===== src/axi_pkg.sv =====
/* AXI3 master channel definitions: widths, size and burst codes,
   and one packed struct per channel */
`default_nettype none

package axi_pkg;

    ////////////////////
    // widths

    localparam int AXI_DATA_W  = 64;
    localparam int AXI_ADDR_W  = 32;
    localparam int AXI_ID_W    = 4;
    localparam int AXI_STRB_W  = AXI_DATA_W / 8;
    localparam int AXI_LEN_W   = 4;
    localparam int AXI_SIZE_W  = 3;
    localparam int AXI_BURST_W = 2;
    localparam int AXI_RESP_W  = 2;

    // byte offset bits inside one bus word
    localparam int AXI_BYTE_OFS_W = $clog2(AXI_STRB_W);

    localparam logic [AXI_BURST_W-1:0] AXI_BURST_INCR = 2'b01;

    ////////////////////
    // channels, ready travels on its own wire

    typedef struct packed {
        logic                   valid;
        logic [AXI_ID_W-1:0]    id;
        logic [AXI_ADDR_W-1:0]  addr;
        logic [AXI_LEN_W-1:0]   len;
        logic [AXI_SIZE_W-1:0]  size;
        logic [AXI_BURST_W-1:0] burst;
    } axi_ar_t;

    typedef struct packed {
        logic                  valid;
        logic [AXI_ID_W-1:0]   id;
        logic [AXI_DATA_W-1:0] data;
        logic [AXI_RESP_W-1:0] resp;
        logic                  last;
    } axi_r_t;

    typedef struct packed {
        logic                   valid;
        logic [AXI_ID_W-1:0]    id;
        logic [AXI_ADDR_W-1:0]  addr;
        logic [AXI_LEN_W-1:0]   len;
        logic [AXI_SIZE_W-1:0]  size;
        logic [AXI_BURST_W-1:0] burst;
    } axi_aw_t;

    typedef struct packed {
        logic                  valid;
        logic [AXI_DATA_W-1:0] data;
        logic [AXI_STRB_W-1:0] strb;
        logic                  last;
    } axi_w_t;

    typedef struct packed {
        logic                  valid;
        logic [AXI_ID_W-1:0]   id;
        logic [AXI_RESP_W-1:0] resp;
    } axi_b_t;

endpackage

`default_nettype wire


===== src/bridge_pkg.sv =====
/* processor side of the bridge: read queue sizing, slot index,
   port request and response structs, internal request structs */
`default_nettype none

package bridge_pkg;

    import axi_pkg::*;

    ////////////////////
    // read queue

    // slot index doubles as the AXI read id
    localparam int RQ_DEPTH = 4;
    localparam int RQ_IDX_W = $clog2(RQ_DEPTH);

    // fetches always read one full bus word
    localparam logic [AXI_SIZE_W-1:0] SIZE_DWORD = 3'd3;

    typedef logic [RQ_IDX_W-1:0] rq_idx_t;

    ////////////////////
    // processor ports

    typedef struct packed {
        logic                  en;
        logic [AXI_ADDR_W-1:0] addr;
    } ifetch_req_t;

    // store data is expected already placed on its byte lanes
    typedef struct packed {
        logic                  rd;
        logic                  wr;
        logic [AXI_ADDR_W-1:0] addr;
        logic [AXI_DATA_W-1:0] data;
        logic [AXI_SIZE_W-1:0] size;
    } dmem_req_t;

    typedef struct packed {
        logic                  valid;
        logic [AXI_ADDR_W-1:0] addr;
        logic [AXI_DATA_W-1:0] data;
    } port_rsp_t;

    ////////////////////
    // between arbiter, queue and write buffer

    typedef struct packed {
        logic                  push;
        logic                  is_data;
        logic [AXI_ADDR_W-1:0] addr;
        logic [AXI_SIZE_W-1:0] size;
    } rd_req_t;

    typedef struct packed {
        logic                  valid;
        logic [AXI_ADDR_W-1:0] addr;
    } wr_pend_t;

endpackage

`default_nettype wire


===== src/axi_bridge_top.sv =====
/* processor to AXI3 bridge: arbiter, read queue and write buffer */
`timescale 1ns/1ns
`default_nettype none

module axi_bridge_top
    import axi_pkg::*;
    import bridge_pkg::*;
(
    input  logic        clk,
    input  logic        rst,
    // processor side
    input  ifetch_req_t i_ifetch,
    input  dmem_req_t   i_dmem,
    output port_rsp_t   o_i_rsp,
    output port_rsp_t   o_d_rsp,
    output logic        o_i_stall,
    output logic        o_d_stall,
    // axi read
    output axi_ar_t     o_ar,
    input  logic        i_arready,
    input  axi_r_t      i_r,
    output logic        o_rready,
    // axi write
    output axi_aw_t     o_aw,
    input  logic        i_awready,
    output axi_w_t      o_w,
    input  logic        i_wready,
    input  axi_b_t      i_b,
    output logic        o_bready
);

    rd_req_t  rd_req;
    logic     rq_full;
    wr_pend_t wr_pend;
    logic     wr_busy;

    // responses are never back-pressured
    assign o_rready = 1'b1;
    assign o_bready = 1'b1;

    read_arbiter i_read_arbiter (
        .clk       (clk),
        .rst       (rst),
        .i_ifetch  (i_ifetch),
        .i_dmem    (i_dmem),
        .i_full    (rq_full),
        .i_wr_pend (wr_pend),
        .i_wr_busy (wr_busy),
        .o_rd_req  (rd_req),
        .o_i_stall (o_i_stall),
        .o_d_stall (o_d_stall)
    );

    read_queue i_read_queue (
        .clk       (clk),
        .rst       (rst),
        .i_rd_req  (rd_req),
        .o_full    (rq_full),
        .o_ar      (o_ar),
        .i_arready (i_arready),
        .i_r       (i_r),
        .o_i_rsp   (o_i_rsp),
        .o_d_rsp   (o_d_rsp)
    );

    write_buffer i_write_buffer (
        .clk       (clk),
        .rst       (rst),
        .i_dmem    (i_dmem),
        .o_wr_pend (wr_pend),
        .o_wr_busy (wr_busy),
        .o_aw      (o_aw),
        .i_awready (i_awready),
        .o_w       (o_w),
        .i_wready  (i_wready),
        .i_b       (i_b)
    );

endmodule

`default_nettype wire


===== src/read_arbiter.sv =====
/* read arbiter: alternating priority between fetch and data reads,
   store hazard check, queue push and both processor stalls */
`timescale 1ns/1ns
`default_nettype none

module read_arbiter
    import axi_pkg::*;
    import bridge_pkg::*;
(
    input  logic        clk,
    input  logic        rst,
    input  ifetch_req_t i_ifetch,
    input  dmem_req_t   i_dmem,
    input  logic        i_full,
    input  wr_pend_t    i_wr_pend,
    input  logic        i_wr_busy,
    output rd_req_t     o_rd_req,
    output logic        o_i_stall,
    output logic        o_d_stall
);

    localparam int WORD_ADDR_W = AXI_ADDR_W - AXI_BYTE_OFS_W;

    logic [WORD_ADDR_W-1:0] pend_word;
    logic                   i_hazard;
    logic                   d_hazard;
    logic                   i_ok;
    logic                   d_ok;
    logic                   pick_i;
    logic                   pick_d;
    // set when the last accepted read was a fetch
    logic                   last_was_i;

    ////////////////////
    // hazard against the pending store

    // compare at bus word granularity so sub-word stores also block
    assign pend_word = i_wr_pend.addr[AXI_ADDR_W-1:AXI_BYTE_OFS_W];
    assign i_hazard  = i_wr_pend.valid &&
                       (i_ifetch.addr[AXI_ADDR_W-1:AXI_BYTE_OFS_W] == pend_word);
    assign d_hazard  = i_wr_pend.valid &&
                       (i_dmem.addr[AXI_ADDR_W-1:AXI_BYTE_OFS_W] == pend_word);

    ////////////////////
    // selection

    assign i_ok = i_ifetch.en && !i_full && !i_hazard;
    assign d_ok = i_dmem.rd && !i_full && !d_hazard;

    // fetch wins a tie unless it won the previous one
    assign pick_i = i_ok && (!d_ok || !last_was_i);
    assign pick_d = d_ok && !pick_i;

    always_ff @(posedge clk) begin
        if (rst) begin
            last_was_i <= 1'b0;
        end else if (pick_i || pick_d) begin
            last_was_i <= pick_i;
        end
    end

    always_comb begin
        o_rd_req.push    = pick_i || pick_d;
        o_rd_req.is_data = pick_d;
        o_rd_req.addr    = pick_d ? i_dmem.addr : i_ifetch.addr;
        o_rd_req.size    = pick_d ? i_dmem.size : SIZE_DWORD;
    end

    ////////////////////
    // stalls

    assign o_i_stall = i_ifetch.en && !pick_i;
    // a store waits while the buffer is held by an unfinished write
    assign o_d_stall = (i_dmem.rd && !pick_d) || (i_dmem.wr && i_wr_busy);

endmodule

`default_nettype wire


===== src/read_queue.sv =====
/* in-order read queue: slot store, allocate, issue and retire pointers,
   AR issue by slot id and in-order delivery to the two ports */
`timescale 1ns/1ns
`default_nettype none

module read_queue
    import axi_pkg::*;
    import bridge_pkg::*;
(
    input  logic      clk,
    input  logic      rst,
    input  rd_req_t   i_rd_req,
    output logic      o_full,
    output axi_ar_t   o_ar,
    input  logic      i_arready,
    input  axi_r_t    i_r,
    output port_rsp_t o_i_rsp,
    output port_rsp_t o_d_rsp
);

    // pointers carry one extra wrap bit to tell full from empty
    logic [RQ_IDX_W:0]     alloc_ptr;
    logic [RQ_IDX_W:0]     issue_ptr;
    logic [RQ_IDX_W:0]     retire_ptr;
    rq_idx_t               alloc_idx;
    rq_idx_t               issue_idx;
    rq_idx_t               retire_idx;
    rq_idx_t               r_idx;

    // slot store
    logic [AXI_ADDR_W-1:0] slot_addr [RQ_DEPTH];
    logic [AXI_SIZE_W-1:0] slot_size [RQ_DEPTH];
    logic [AXI_DATA_W-1:0] slot_data [RQ_DEPTH];
    logic [RQ_DEPTH-1:0]   slot_is_data;
    logic [RQ_DEPTH-1:0]   slot_done;

    logic                  empty;
    logic                  ar_fire;
    logic                  head_hit;
    logic                  head_done;
    logic                  retire;
    logic [AXI_DATA_W-1:0] head_data;

    assign alloc_idx  = alloc_ptr[RQ_IDX_W-1:0];
    assign issue_idx  = issue_ptr[RQ_IDX_W-1:0];
    assign retire_idx = retire_ptr[RQ_IDX_W-1:0];
    assign r_idx      = i_r.id[RQ_IDX_W-1:0];

    assign empty  = (alloc_ptr == retire_ptr);
    assign o_full = (alloc_ptr[RQ_IDX_W] != retire_ptr[RQ_IDX_W]) &&
                    (alloc_idx == retire_idx);

    assign ar_fire = o_ar.valid && i_arready;

    // rready is tied high, so any R beat is taken
    assign head_hit  = i_r.valid && !empty && (r_idx == retire_idx);
    assign head_done = !empty && slot_done[retire_idx];
    assign retire    = head_hit || head_done;

    ////////////////////
    // pointers

    always_ff @(posedge clk) begin
        if (rst) begin
            alloc_ptr  <= '0;
            issue_ptr  <= '0;
            retire_ptr <= '0;
        end else begin
            if (i_rd_req.push) begin
                alloc_ptr <= alloc_ptr + 1'b1;
            end
            if (ar_fire) begin
                issue_ptr <= issue_ptr + 1'b1;
            end
            if (retire) begin
                retire_ptr <= retire_ptr + 1'b1;
            end
        end
    end

    ////////////////////
    // slot state

    // done marks a slot whose beat arrived before it became the head
    always_ff @(posedge clk) begin
        if (rst) begin
            slot_done <= '0;
        end else begin
            if (retire) begin
                slot_done[retire_idx] <= 1'b0;
            end
            if (i_r.valid && !head_hit) begin
                slot_done[r_idx] <= 1'b1;
            end
            if (i_rd_req.push) begin
                slot_done[alloc_idx] <= 1'b0;
            end
        end
    end

    always_ff @(posedge clk) begin
        if (i_rd_req.push) begin
            slot_addr[alloc_idx]    <= i_rd_req.addr;
            slot_size[alloc_idx]    <= i_rd_req.size;
            slot_is_data[alloc_idx] <= i_rd_req.is_data;
        end
        // a head beat goes straight out and is not kept
        if (i_r.valid && !head_hit) begin
            slot_data[r_idx] <= i_r.data;
        end
    end

    ////////////////////
    // AR issue

    always_comb begin
        o_ar.valid = (issue_ptr != alloc_ptr);
        o_ar.id    = AXI_ID_W'(issue_idx);
        o_ar.addr  = slot_addr[issue_idx];
        o_ar.len   = '0;
        o_ar.size  = slot_size[issue_idx];
        o_ar.burst = AXI_BURST_INCR;
    end

    ////////////////////
    // delivery

    assign head_data = head_hit ? i_r.data : slot_data[retire_idx];

    always_comb begin
        o_i_rsp.valid = retire && !slot_is_data[retire_idx];
        o_i_rsp.addr  = slot_addr[retire_idx];
        o_i_rsp.data  = head_data;
        o_d_rsp.valid = retire && slot_is_data[retire_idx];
        o_d_rsp.addr  = slot_addr[retire_idx];
        o_d_rsp.data  = head_data;
    end

endmodule

`default_nettype wire


===== src/write_buffer.sv =====
/* single-entry store buffer: AW, W and B sequencing and byte strobes */
`timescale 1ns/1ns
`default_nettype none

module write_buffer
    import axi_pkg::*;
    import bridge_pkg::*;
(
    input  logic      clk,
    input  logic      rst,
    input  dmem_req_t i_dmem,
    output wr_pend_t  o_wr_pend,
    output logic      o_wr_busy,
    output axi_aw_t   o_aw,
    input  logic      i_awready,
    output axi_w_t    o_w,
    input  logic      i_wready,
    input  axi_b_t    i_b
);

    logic                      buf_valid;
    logic                      aw_sent;
    logic                      w_sent;
    logic [AXI_ADDR_W-1:0]     buf_addr;
    logic [AXI_DATA_W-1:0]     buf_data;
    logic [AXI_SIZE_W-1:0]     buf_size;

    logic                      b_done;
    logic                      accept;
    logic [AXI_STRB_W-1:0]     size_mask;
    logic [AXI_BYTE_OFS_W-1:0] byte_ofs;

    // bready is tied high
    assign b_done    = buf_valid && i_b.valid;
    assign accept    = i_dmem.wr && (!buf_valid || b_done);
    assign o_wr_busy = buf_valid && !b_done;

    ////////////////////
    // buffer and channel flags

    always_ff @(posedge clk) begin
        if (rst) begin
            buf_valid <= 1'b0;
            aw_sent   <= 1'b0;
            w_sent    <= 1'b0;
        end else if (accept) begin
            buf_valid <= 1'b1;
            aw_sent   <= 1'b0;
            w_sent    <= 1'b0;
        end else begin
            if (b_done) begin
                buf_valid <= 1'b0;
            end
            if (o_aw.valid && i_awready) begin
                aw_sent <= 1'b1;
            end
            if (o_w.valid && i_wready) begin
                w_sent <= 1'b1;
            end
        end
    end

    always_ff @(posedge clk) begin
        if (accept) begin
            buf_addr <= i_dmem.addr;
            buf_data <= i_dmem.data;
            buf_size <= i_dmem.size;
        end
    end

    assign o_wr_pend.valid = buf_valid;
    assign o_wr_pend.addr  = buf_addr;

    ////////////////////
    // strobes

    assign byte_ofs = buf_addr[AXI_BYTE_OFS_W-1:0];

    always_comb begin
        case (buf_size)
            3'd0:    size_mask = AXI_STRB_W'(8'h01);
            3'd1:    size_mask = AXI_STRB_W'(8'h03);
            3'd2:    size_mask = AXI_STRB_W'(8'h0f);
            default: size_mask = '1;
        endcase
    end

    always_comb begin
        o_aw.valid = buf_valid && !aw_sent;
        o_aw.id    = '0;
        o_aw.addr  = buf_addr;
        o_aw.len   = '0;
        o_aw.size  = buf_size;
        o_aw.burst = AXI_BURST_INCR;

        o_w.valid  = buf_valid && !w_sent;
        o_w.data   = buf_data;
        // full-word stores use every lane regardless of offset
        o_w.strb   = (buf_size < SIZE_DWORD) ? (size_mask << byte_ofs) : size_mask;
        o_w.last   = 1'b1;
    end

endmodule

`default_nettype wire

===== config.mk =====
export PLATFORM = sky130hd
export DESIGN_NAME = axi_bridge_top
export DESIGN_NICKNAME = d
export VERILOG_FILES = /design/src/axi_pkg.sv /design/src/bridge_pkg.sv /design/src/axi_bridge_top.sv /design/src/read_arbiter.sv /design/src/read_queue.sv /design/src/write_buffer.sv
export SDC_FILE = /design/constraint.sdc
export NUM_CORES = 1
export LEC_CHECK = 0
export ABC_AREA = 1
export BUFFER_PORTS_ARGS = -buffer_cell sky130_fd_sc_hd__buf_2
export CAP_MARGIN = 20
export CORE_ASPECT_RATIO = 0.7
export CORE_MARGIN = 2
export CORE_UTILIZATION = 33
export CTS_BUF_LIST = sky130_fd_sc_hd__clkbuf_16
export DETAILED_ROUTE_END_ITERATION = 10
export HOLD_SLACK_MARGIN = 0.08
export SETUP_SLACK_MARGIN = 0.15
export SLEW_MARGIN = 20
export SYNTH_ARGS = -nofsm -noshare
export SYNTH_HDL_FRONTEND = slang
export SYNTH_HIERARCHICAL = 1
export SYNTH_SLANG_ARGS = --single-unit
export TNS_END_PERCENT = 100

===== constraint.sdc =====
create_clock -name clk -period 5.4 [get_ports clk]
set_input_delay 1.08 -clock clk [delete_from_list [all_inputs] [get_ports clk]]
set_output_delay 1.08 -clock clk [all_outputs]
set_load 0.02 [all_outputs]

Word level (Yosys, flattened, before mapping)
Memories as Yosys holds them, arrays and structs flattened. A register that Yosys moved wholly into a read port is not among the register bits.
Index checks and enable logic that the tools add are counted.
Widths: inputs -> output; s select.
{"block": "classes", "n_mul": 0, "eq_ne": 9, "addsub": 3, "n_div": 0, "n_bitwise": 5, "mux": 35, "reduce_logical": 51, "n_lt_le_gt_ge": 7, "n_shift": 1}
{"op": "$mux 64", "count": 1}
{"op": "$eq 29x29->1", "count": 2}
{"op": "$mux 32", "count": 1}
{"op": "$logic_and 1x1->1", "count": 29}
{"op": "$pmux 8 s3", "count": 1}
{"op": "$mux 4", "count": 5}
{"op": "$mux 2", "count": 8}
{"op": "$logic_not 1->1", "count": 14}
{"op": "$mux 1", "count": 11}
{"op": "$add 3x1->3 const B", "count": 3}
{"op": "$lt 2x3->1 const B", "count": 3}
{"op": "$and 4x4->4", "count": 2}
{"op": "$mux 8", "count": 1}
{"op": "$not 4->4", "count": 2}
{"op": "$shl 8x3->8", "count": 1}
{"op": "$demux 1 s2", "count": 3}
{"op": "$ge 2x1->1 const B", "count": 3}
{"op": "$logic_or 1x1->1", "count": 5}
{"op": "$bmux 1 s2", "count": 2}
{"op": "$bwmux 4", "count": 1}
{"op": "$eq 2x2->1", "count": 2}
{"op": "$or 4x4->4", "count": 1}
{"op": "$eq 3x1->1 const B", "count": 1}
{"op": "$eq 3x2->1 const B", "count": 1}
{"op": "other kinds (8)", "count": 8}
{"block": "totals", "mem_bits_ro": 0, "reg_bits": 120, "latch_bits": 0, "ram_bits": 396, "input_bits": 218, "memories": 3}
{"name": "i_read_queue.slot_data", "depth": 4, "width": 64, "read_ports": 1, "rd_clocked_by_memory_dff": 1, "wr": 1, "line": "read_queue.sv:33", "source": "logic [AXI_DATA_W-1:0] slot_data [RQ_DEPTH];"}
{"name": "i_read_queue.slot_addr", "depth": 4, "width": 32, "read_ports": 2, "rd_clocked_by_memory_dff": 2, "wr": 1, "line": "read_queue.sv:31", "source": "logic [AXI_ADDR_W-1:0] slot_addr [RQ_DEPTH];"}
{"name": "i_read_queue.slot_size", "depth": 4, "width": 3, "read_ports": 1, "rd_clocked_by_memory_dff": 1, "wr": 1, "line": "read_queue.sv:32", "source": "logic [AXI_SIZE_W-1:0] slot_size [RQ_DEPTH];"}

Logic depth before layout (Yosys ltp)
{"block": "logic_depth", "word_depth": 13, "mapped_depth": 18, "mapped_depth_nobuf": 16}

By module
Netlist, hierarchy kept.
{"mod": "read_queue", "cells_per_inst": 1621, "instances": 1, "area_per_inst_um2": 18176.2, "seq_area_each_um2": 12351.8}
{"mod": "write_buffer", "cells_per_inst": 205, "instances": 1, "area_per_inst_um2": 3619.7, "seq_area_each_um2": 3032.9}
{"mod": "read_arbiter", "cells_per_inst": 448, "instances": 1, "area_per_inst_um2": 1869.3, "seq_area_each_um2": 20.0}
{"mod": "axi_bridge_top", "cells_per_inst": 3, "instances": 1, "area_per_inst_um2": 18.8, "seq_area_each_um2": 0.0}

Worst setup path after synthesis
OpenSTA, ideal clock, no wires.
{"block": "synth_timing", "path_type": "input to output", "from": "in i_r[67] in the netlist's numbering", "to": "out o_i_rsp[23] in the netlist's numbering", "t_arrival_ns": 2.341, "slack_ns": 1.979, "required_time_ns": 4.320, "stages": 7, "path_cell_list": "xor2_1 nor2_1 nand2_1 buf_2 buf_2 a31oi_1 buf_4"}
{"element": "start, declared", "line": "axi_bridge_top.sv:21", "source": "input axi_r_t i_r,"}
{"element": "end, declared", "line": "axi_bridge_top.sv:14", "source": "output port_rsp_t o_i_rsp,"}

==> metrics.log <==
[metrics] number of H-tree branching levels: 2
[metrics] Pre-antenna DRT Iters: 5
[metrics] Worst setup EP type: output pin
[metrics] start-to-end type of the worst setup path: reg2out
[metrics] master cell of the clock root buffer: sky130_fd_sc_hd__clkbuf_16
[metrics] via count of the first global-routing pass: 15,700
[metrics] most used cells in the layout excluding fill and tap cells: 549 x sky130_fd_sc_hd__buf_2, 530 x sky130_fd_sc_hd__nor2_1, 499 x sky130_fd_sc_hd__edfxtp_1
[metrics] postcts setup bufs: 0
[metrics] Die Area: 73,900 um^2
[metrics] Power Dens Cells: 440 nW/um^2
[metrics] Worst IR Drop VDD: 290 uV
[metrics] via count of the routed design: 17,600
[metrics] weighted congestion reported at the end of routability-driven placement: 0.927
[metrics] nets@finish: 2,889
[metrics] clock sinks: 520
[metrics] met2 Track Usage GR: 0.274
[metrics] setup total negative slack: 0 ns
[metrics] Final period util: 0.785
[metrics] count of final max-slew check failures: 0
[metrics] global-route layer with the greatest usage: met1
[metrics] average cell area after synthesis: 10.4 um^2
[metrics] unrepaired setup endpoints after global routing: no
[metrics] final-report hold violation count: 0
[metrics] minimum setup slack among reg-to-reg paths: 2.20 ns
[metrics] number of max-cap violations: 0
[metrics] final setup fails: 0
[metrics] number of nets still failing antenna checks after routing: 0
[metrics] Synth-to-Final Area Change: 18.7%
[metrics] slack of the critical path: 1.16 ns
[metrics] Crit path arrival time: 3.16 ns
[metrics] met3 usage in global routing: 0.0404
[metrics] hold-fix buffer count after cts: 0
[metrics] Gates resized, CTS repair: 0
[metrics] met1 track demand over resource in global routing: 0.284
[metrics] number of vias per cell after detailed routing: 4.78
[metrics] clock-pin slew on the worst setup and hold paths: 0.07 ns
[metrics] Synth warnings: 6
[metrics] Leak: 11.5 nW
[metrics] Fin Hold WS: 0.500 ns
[metrics] GRT overflow: 0
[metrics] antenna violations before repair: 7
[metrics] DP Worst Slack: 1.32 ns
[metrics] clock tree skew after final layout: 0.0295 ns
[metrics] critical path data required time: 4.32 ns
[metrics] final critical-path required period: 4.24 ns
[metrics] Least-Margin Pin Slew: 0.939 ns
[metrics] GRT Total Usage: 0.188
[metrics] most common cell after layout, fill and taps aside: sky130_fd_sc_hd__buf_2
[metrics] largest net degree at the start of global routing: 129
[metrics] number of standard cells after synthesis: 2,274
[metrics] initial core utilization: 0.332
[metrics] I/O pin cnt: 582
[metrics] result of the run: finished, final reports clean
[metrics] nature of the critical path startpoint: flip-flop
[metrics] DRC violation total after the first TritonRoute iteration: 1,938
[metrics] number of clock buffers inserted by TritonCTS: 53
[metrics] total half-perimeter wirelength after legalization and detailed placement: 48,500 um
[metrics] number of buffer cells added on primary ports: 549
[metrics] total DRC errors in the routed layout: 0
[metrics] FMAX: 236 MHz
[metrics] maximum number of buffers from clock root to sink: 3
[metrics] count of standard-cell rows: 82
[metrics] share of final-layout standard cells stronger than drive strength 1: 0.252
[metrics] die boundary width: 324 um
[metrics] Std-Cell Core Area: 71,300 um^2
[metrics] largest fanout on the critical path: 68
[metrics] routed wire length per instance: 19.5 um
[metrics] height of the die: 228 um
[metrics] Mapped Area: 23,700 um^2
[metrics] worst max-slew margin expressed relative to the limit: 0.374
[metrics] clock tree from TritonCTS: built
[metrics] global-route wire length before repair: 104,000 um
[metrics] detailed-route wire length: 71,600 um
[metrics] type of the most critical hold path: reg2reg
[metrics] Clock Latency Late Sink: 0.61 ns
## stage by stage
| stage | utilization | power, W | std cells | cell area (um^2) |
|---|---|---|---|---|
| floorplan | - | 0.00772 | 2290 | 23700 |
| global placement | 0.370 | 0.00878 | 3573 | 26400 |
| detailed placement | 0.370 | 0.00880 | 3573 | 26400 |
| CTS | 0.394 | 0.0125 | 3672 | 28100 |
| global route | 0.394 | 0.0129 | 3673 | 28100 |
| finish | 0.394 | 0.0124 | 3675 | 28100 |
## critical path, cell delays in order, from the launching register on
cell	delay, ns
sky130_fd_sc_hd__dfxtp_1	0.59
sky130_fd_sc_hd__nand2_1	0.10
sky130_fd_sc_hd__nand2_1	0.09
sky130_fd_sc_hd__nand3_1	0.15
sky130_fd_sc_hd__nand2_4	0.60
sky130_fd_sc_hd__buf_12	0.31
sky130_fd_sc_hd__nor2_1	0.06
sky130_fd_sc_hd__a31oi_1	0.30
sky130_fd_sc_hd__buf_2	0.24
## flip-flops by register name (all words and copies together) (netlist names), named ones only
| signal | cells |
|---|---|
| i_write_buffer/buf_valid | 1 |
| i_read_queue/slot_done | 4 |
| i_read_queue/slot_data | 256 |
| i_write_buffer/w_sent | 1 |
| i_write_buffer/buf_addr | 32 |
| i_read_queue/slot_is_data | 4 |
| i_read_queue/alloc_ptr | 3 |
| i_write_buffer/buf_data | 64 |
| i_write_buffer/aw_sent | 1 |
| i_read_queue/slot_size | 12 |
| i_read_queue/retire_ptr | 3 |
| i_read_queue/slot_addr | 128 |
| i_read_queue/issue_ptr | 3 |
| i_write_buffer/buf_size | 3 |
| i_read_arbiter/last_was_i | 1 |
## worst paths after layout
| path | start | end | cells after the start |
|---|---|---|---|
| setup / recovery | i_read_queue/retire_ptr[0]$_SDFFE_PP0N_ | o_d_rsp[18] | 8 |
| hold / removal | i_write_buffer/aw_sent$_SDFFE_PP0P_ | i_write_buffer/aw_sent$_SDFFE_PP0P_ | 2 |
| hold reg to reg | i_write_buffer/aw_sent$_SDFFE_PP0P_ | i_write_buffer/aw_sent$_SDFFE_PP0P_ | 2 |
| setup reg to reg | i_read_queue/retire_ptr[0]$_SDFFE_PP0N_ | i_read_queue/slot_data[0][49]$_DFFE_PP_ | 8 |
## where the power goes
part	switching, W	internal [W]
Sequential	0.000130	0.00475
Clock	0.00159	0.00208
Combinational	0.00276	0.00106
Total	0.00448	0.00789
## final cells by class
cell class | instances | area [um^2]
repair buffers | 578 | 3080
clock inverters | 44 | 339
multi-input cells | 1359 | 6090
diodes | 3 | 7.51
inverters | 150 | 576
fillers | 6999 | 43200
well taps | 966 | 1210
flip-flops and latches | 520 | 15400
clock buffers | 55 | 1380
## per-layer routing
metal  part of all wire  vias up  wire, um
met5            0.00031        -        22
met4              0.016        4      1180
met3              0.077       77      5530
met2               0.44      611     31700
met1               0.46     8501     33200
li1                   -     8382         -
Power figures use the tool's default switching activity.
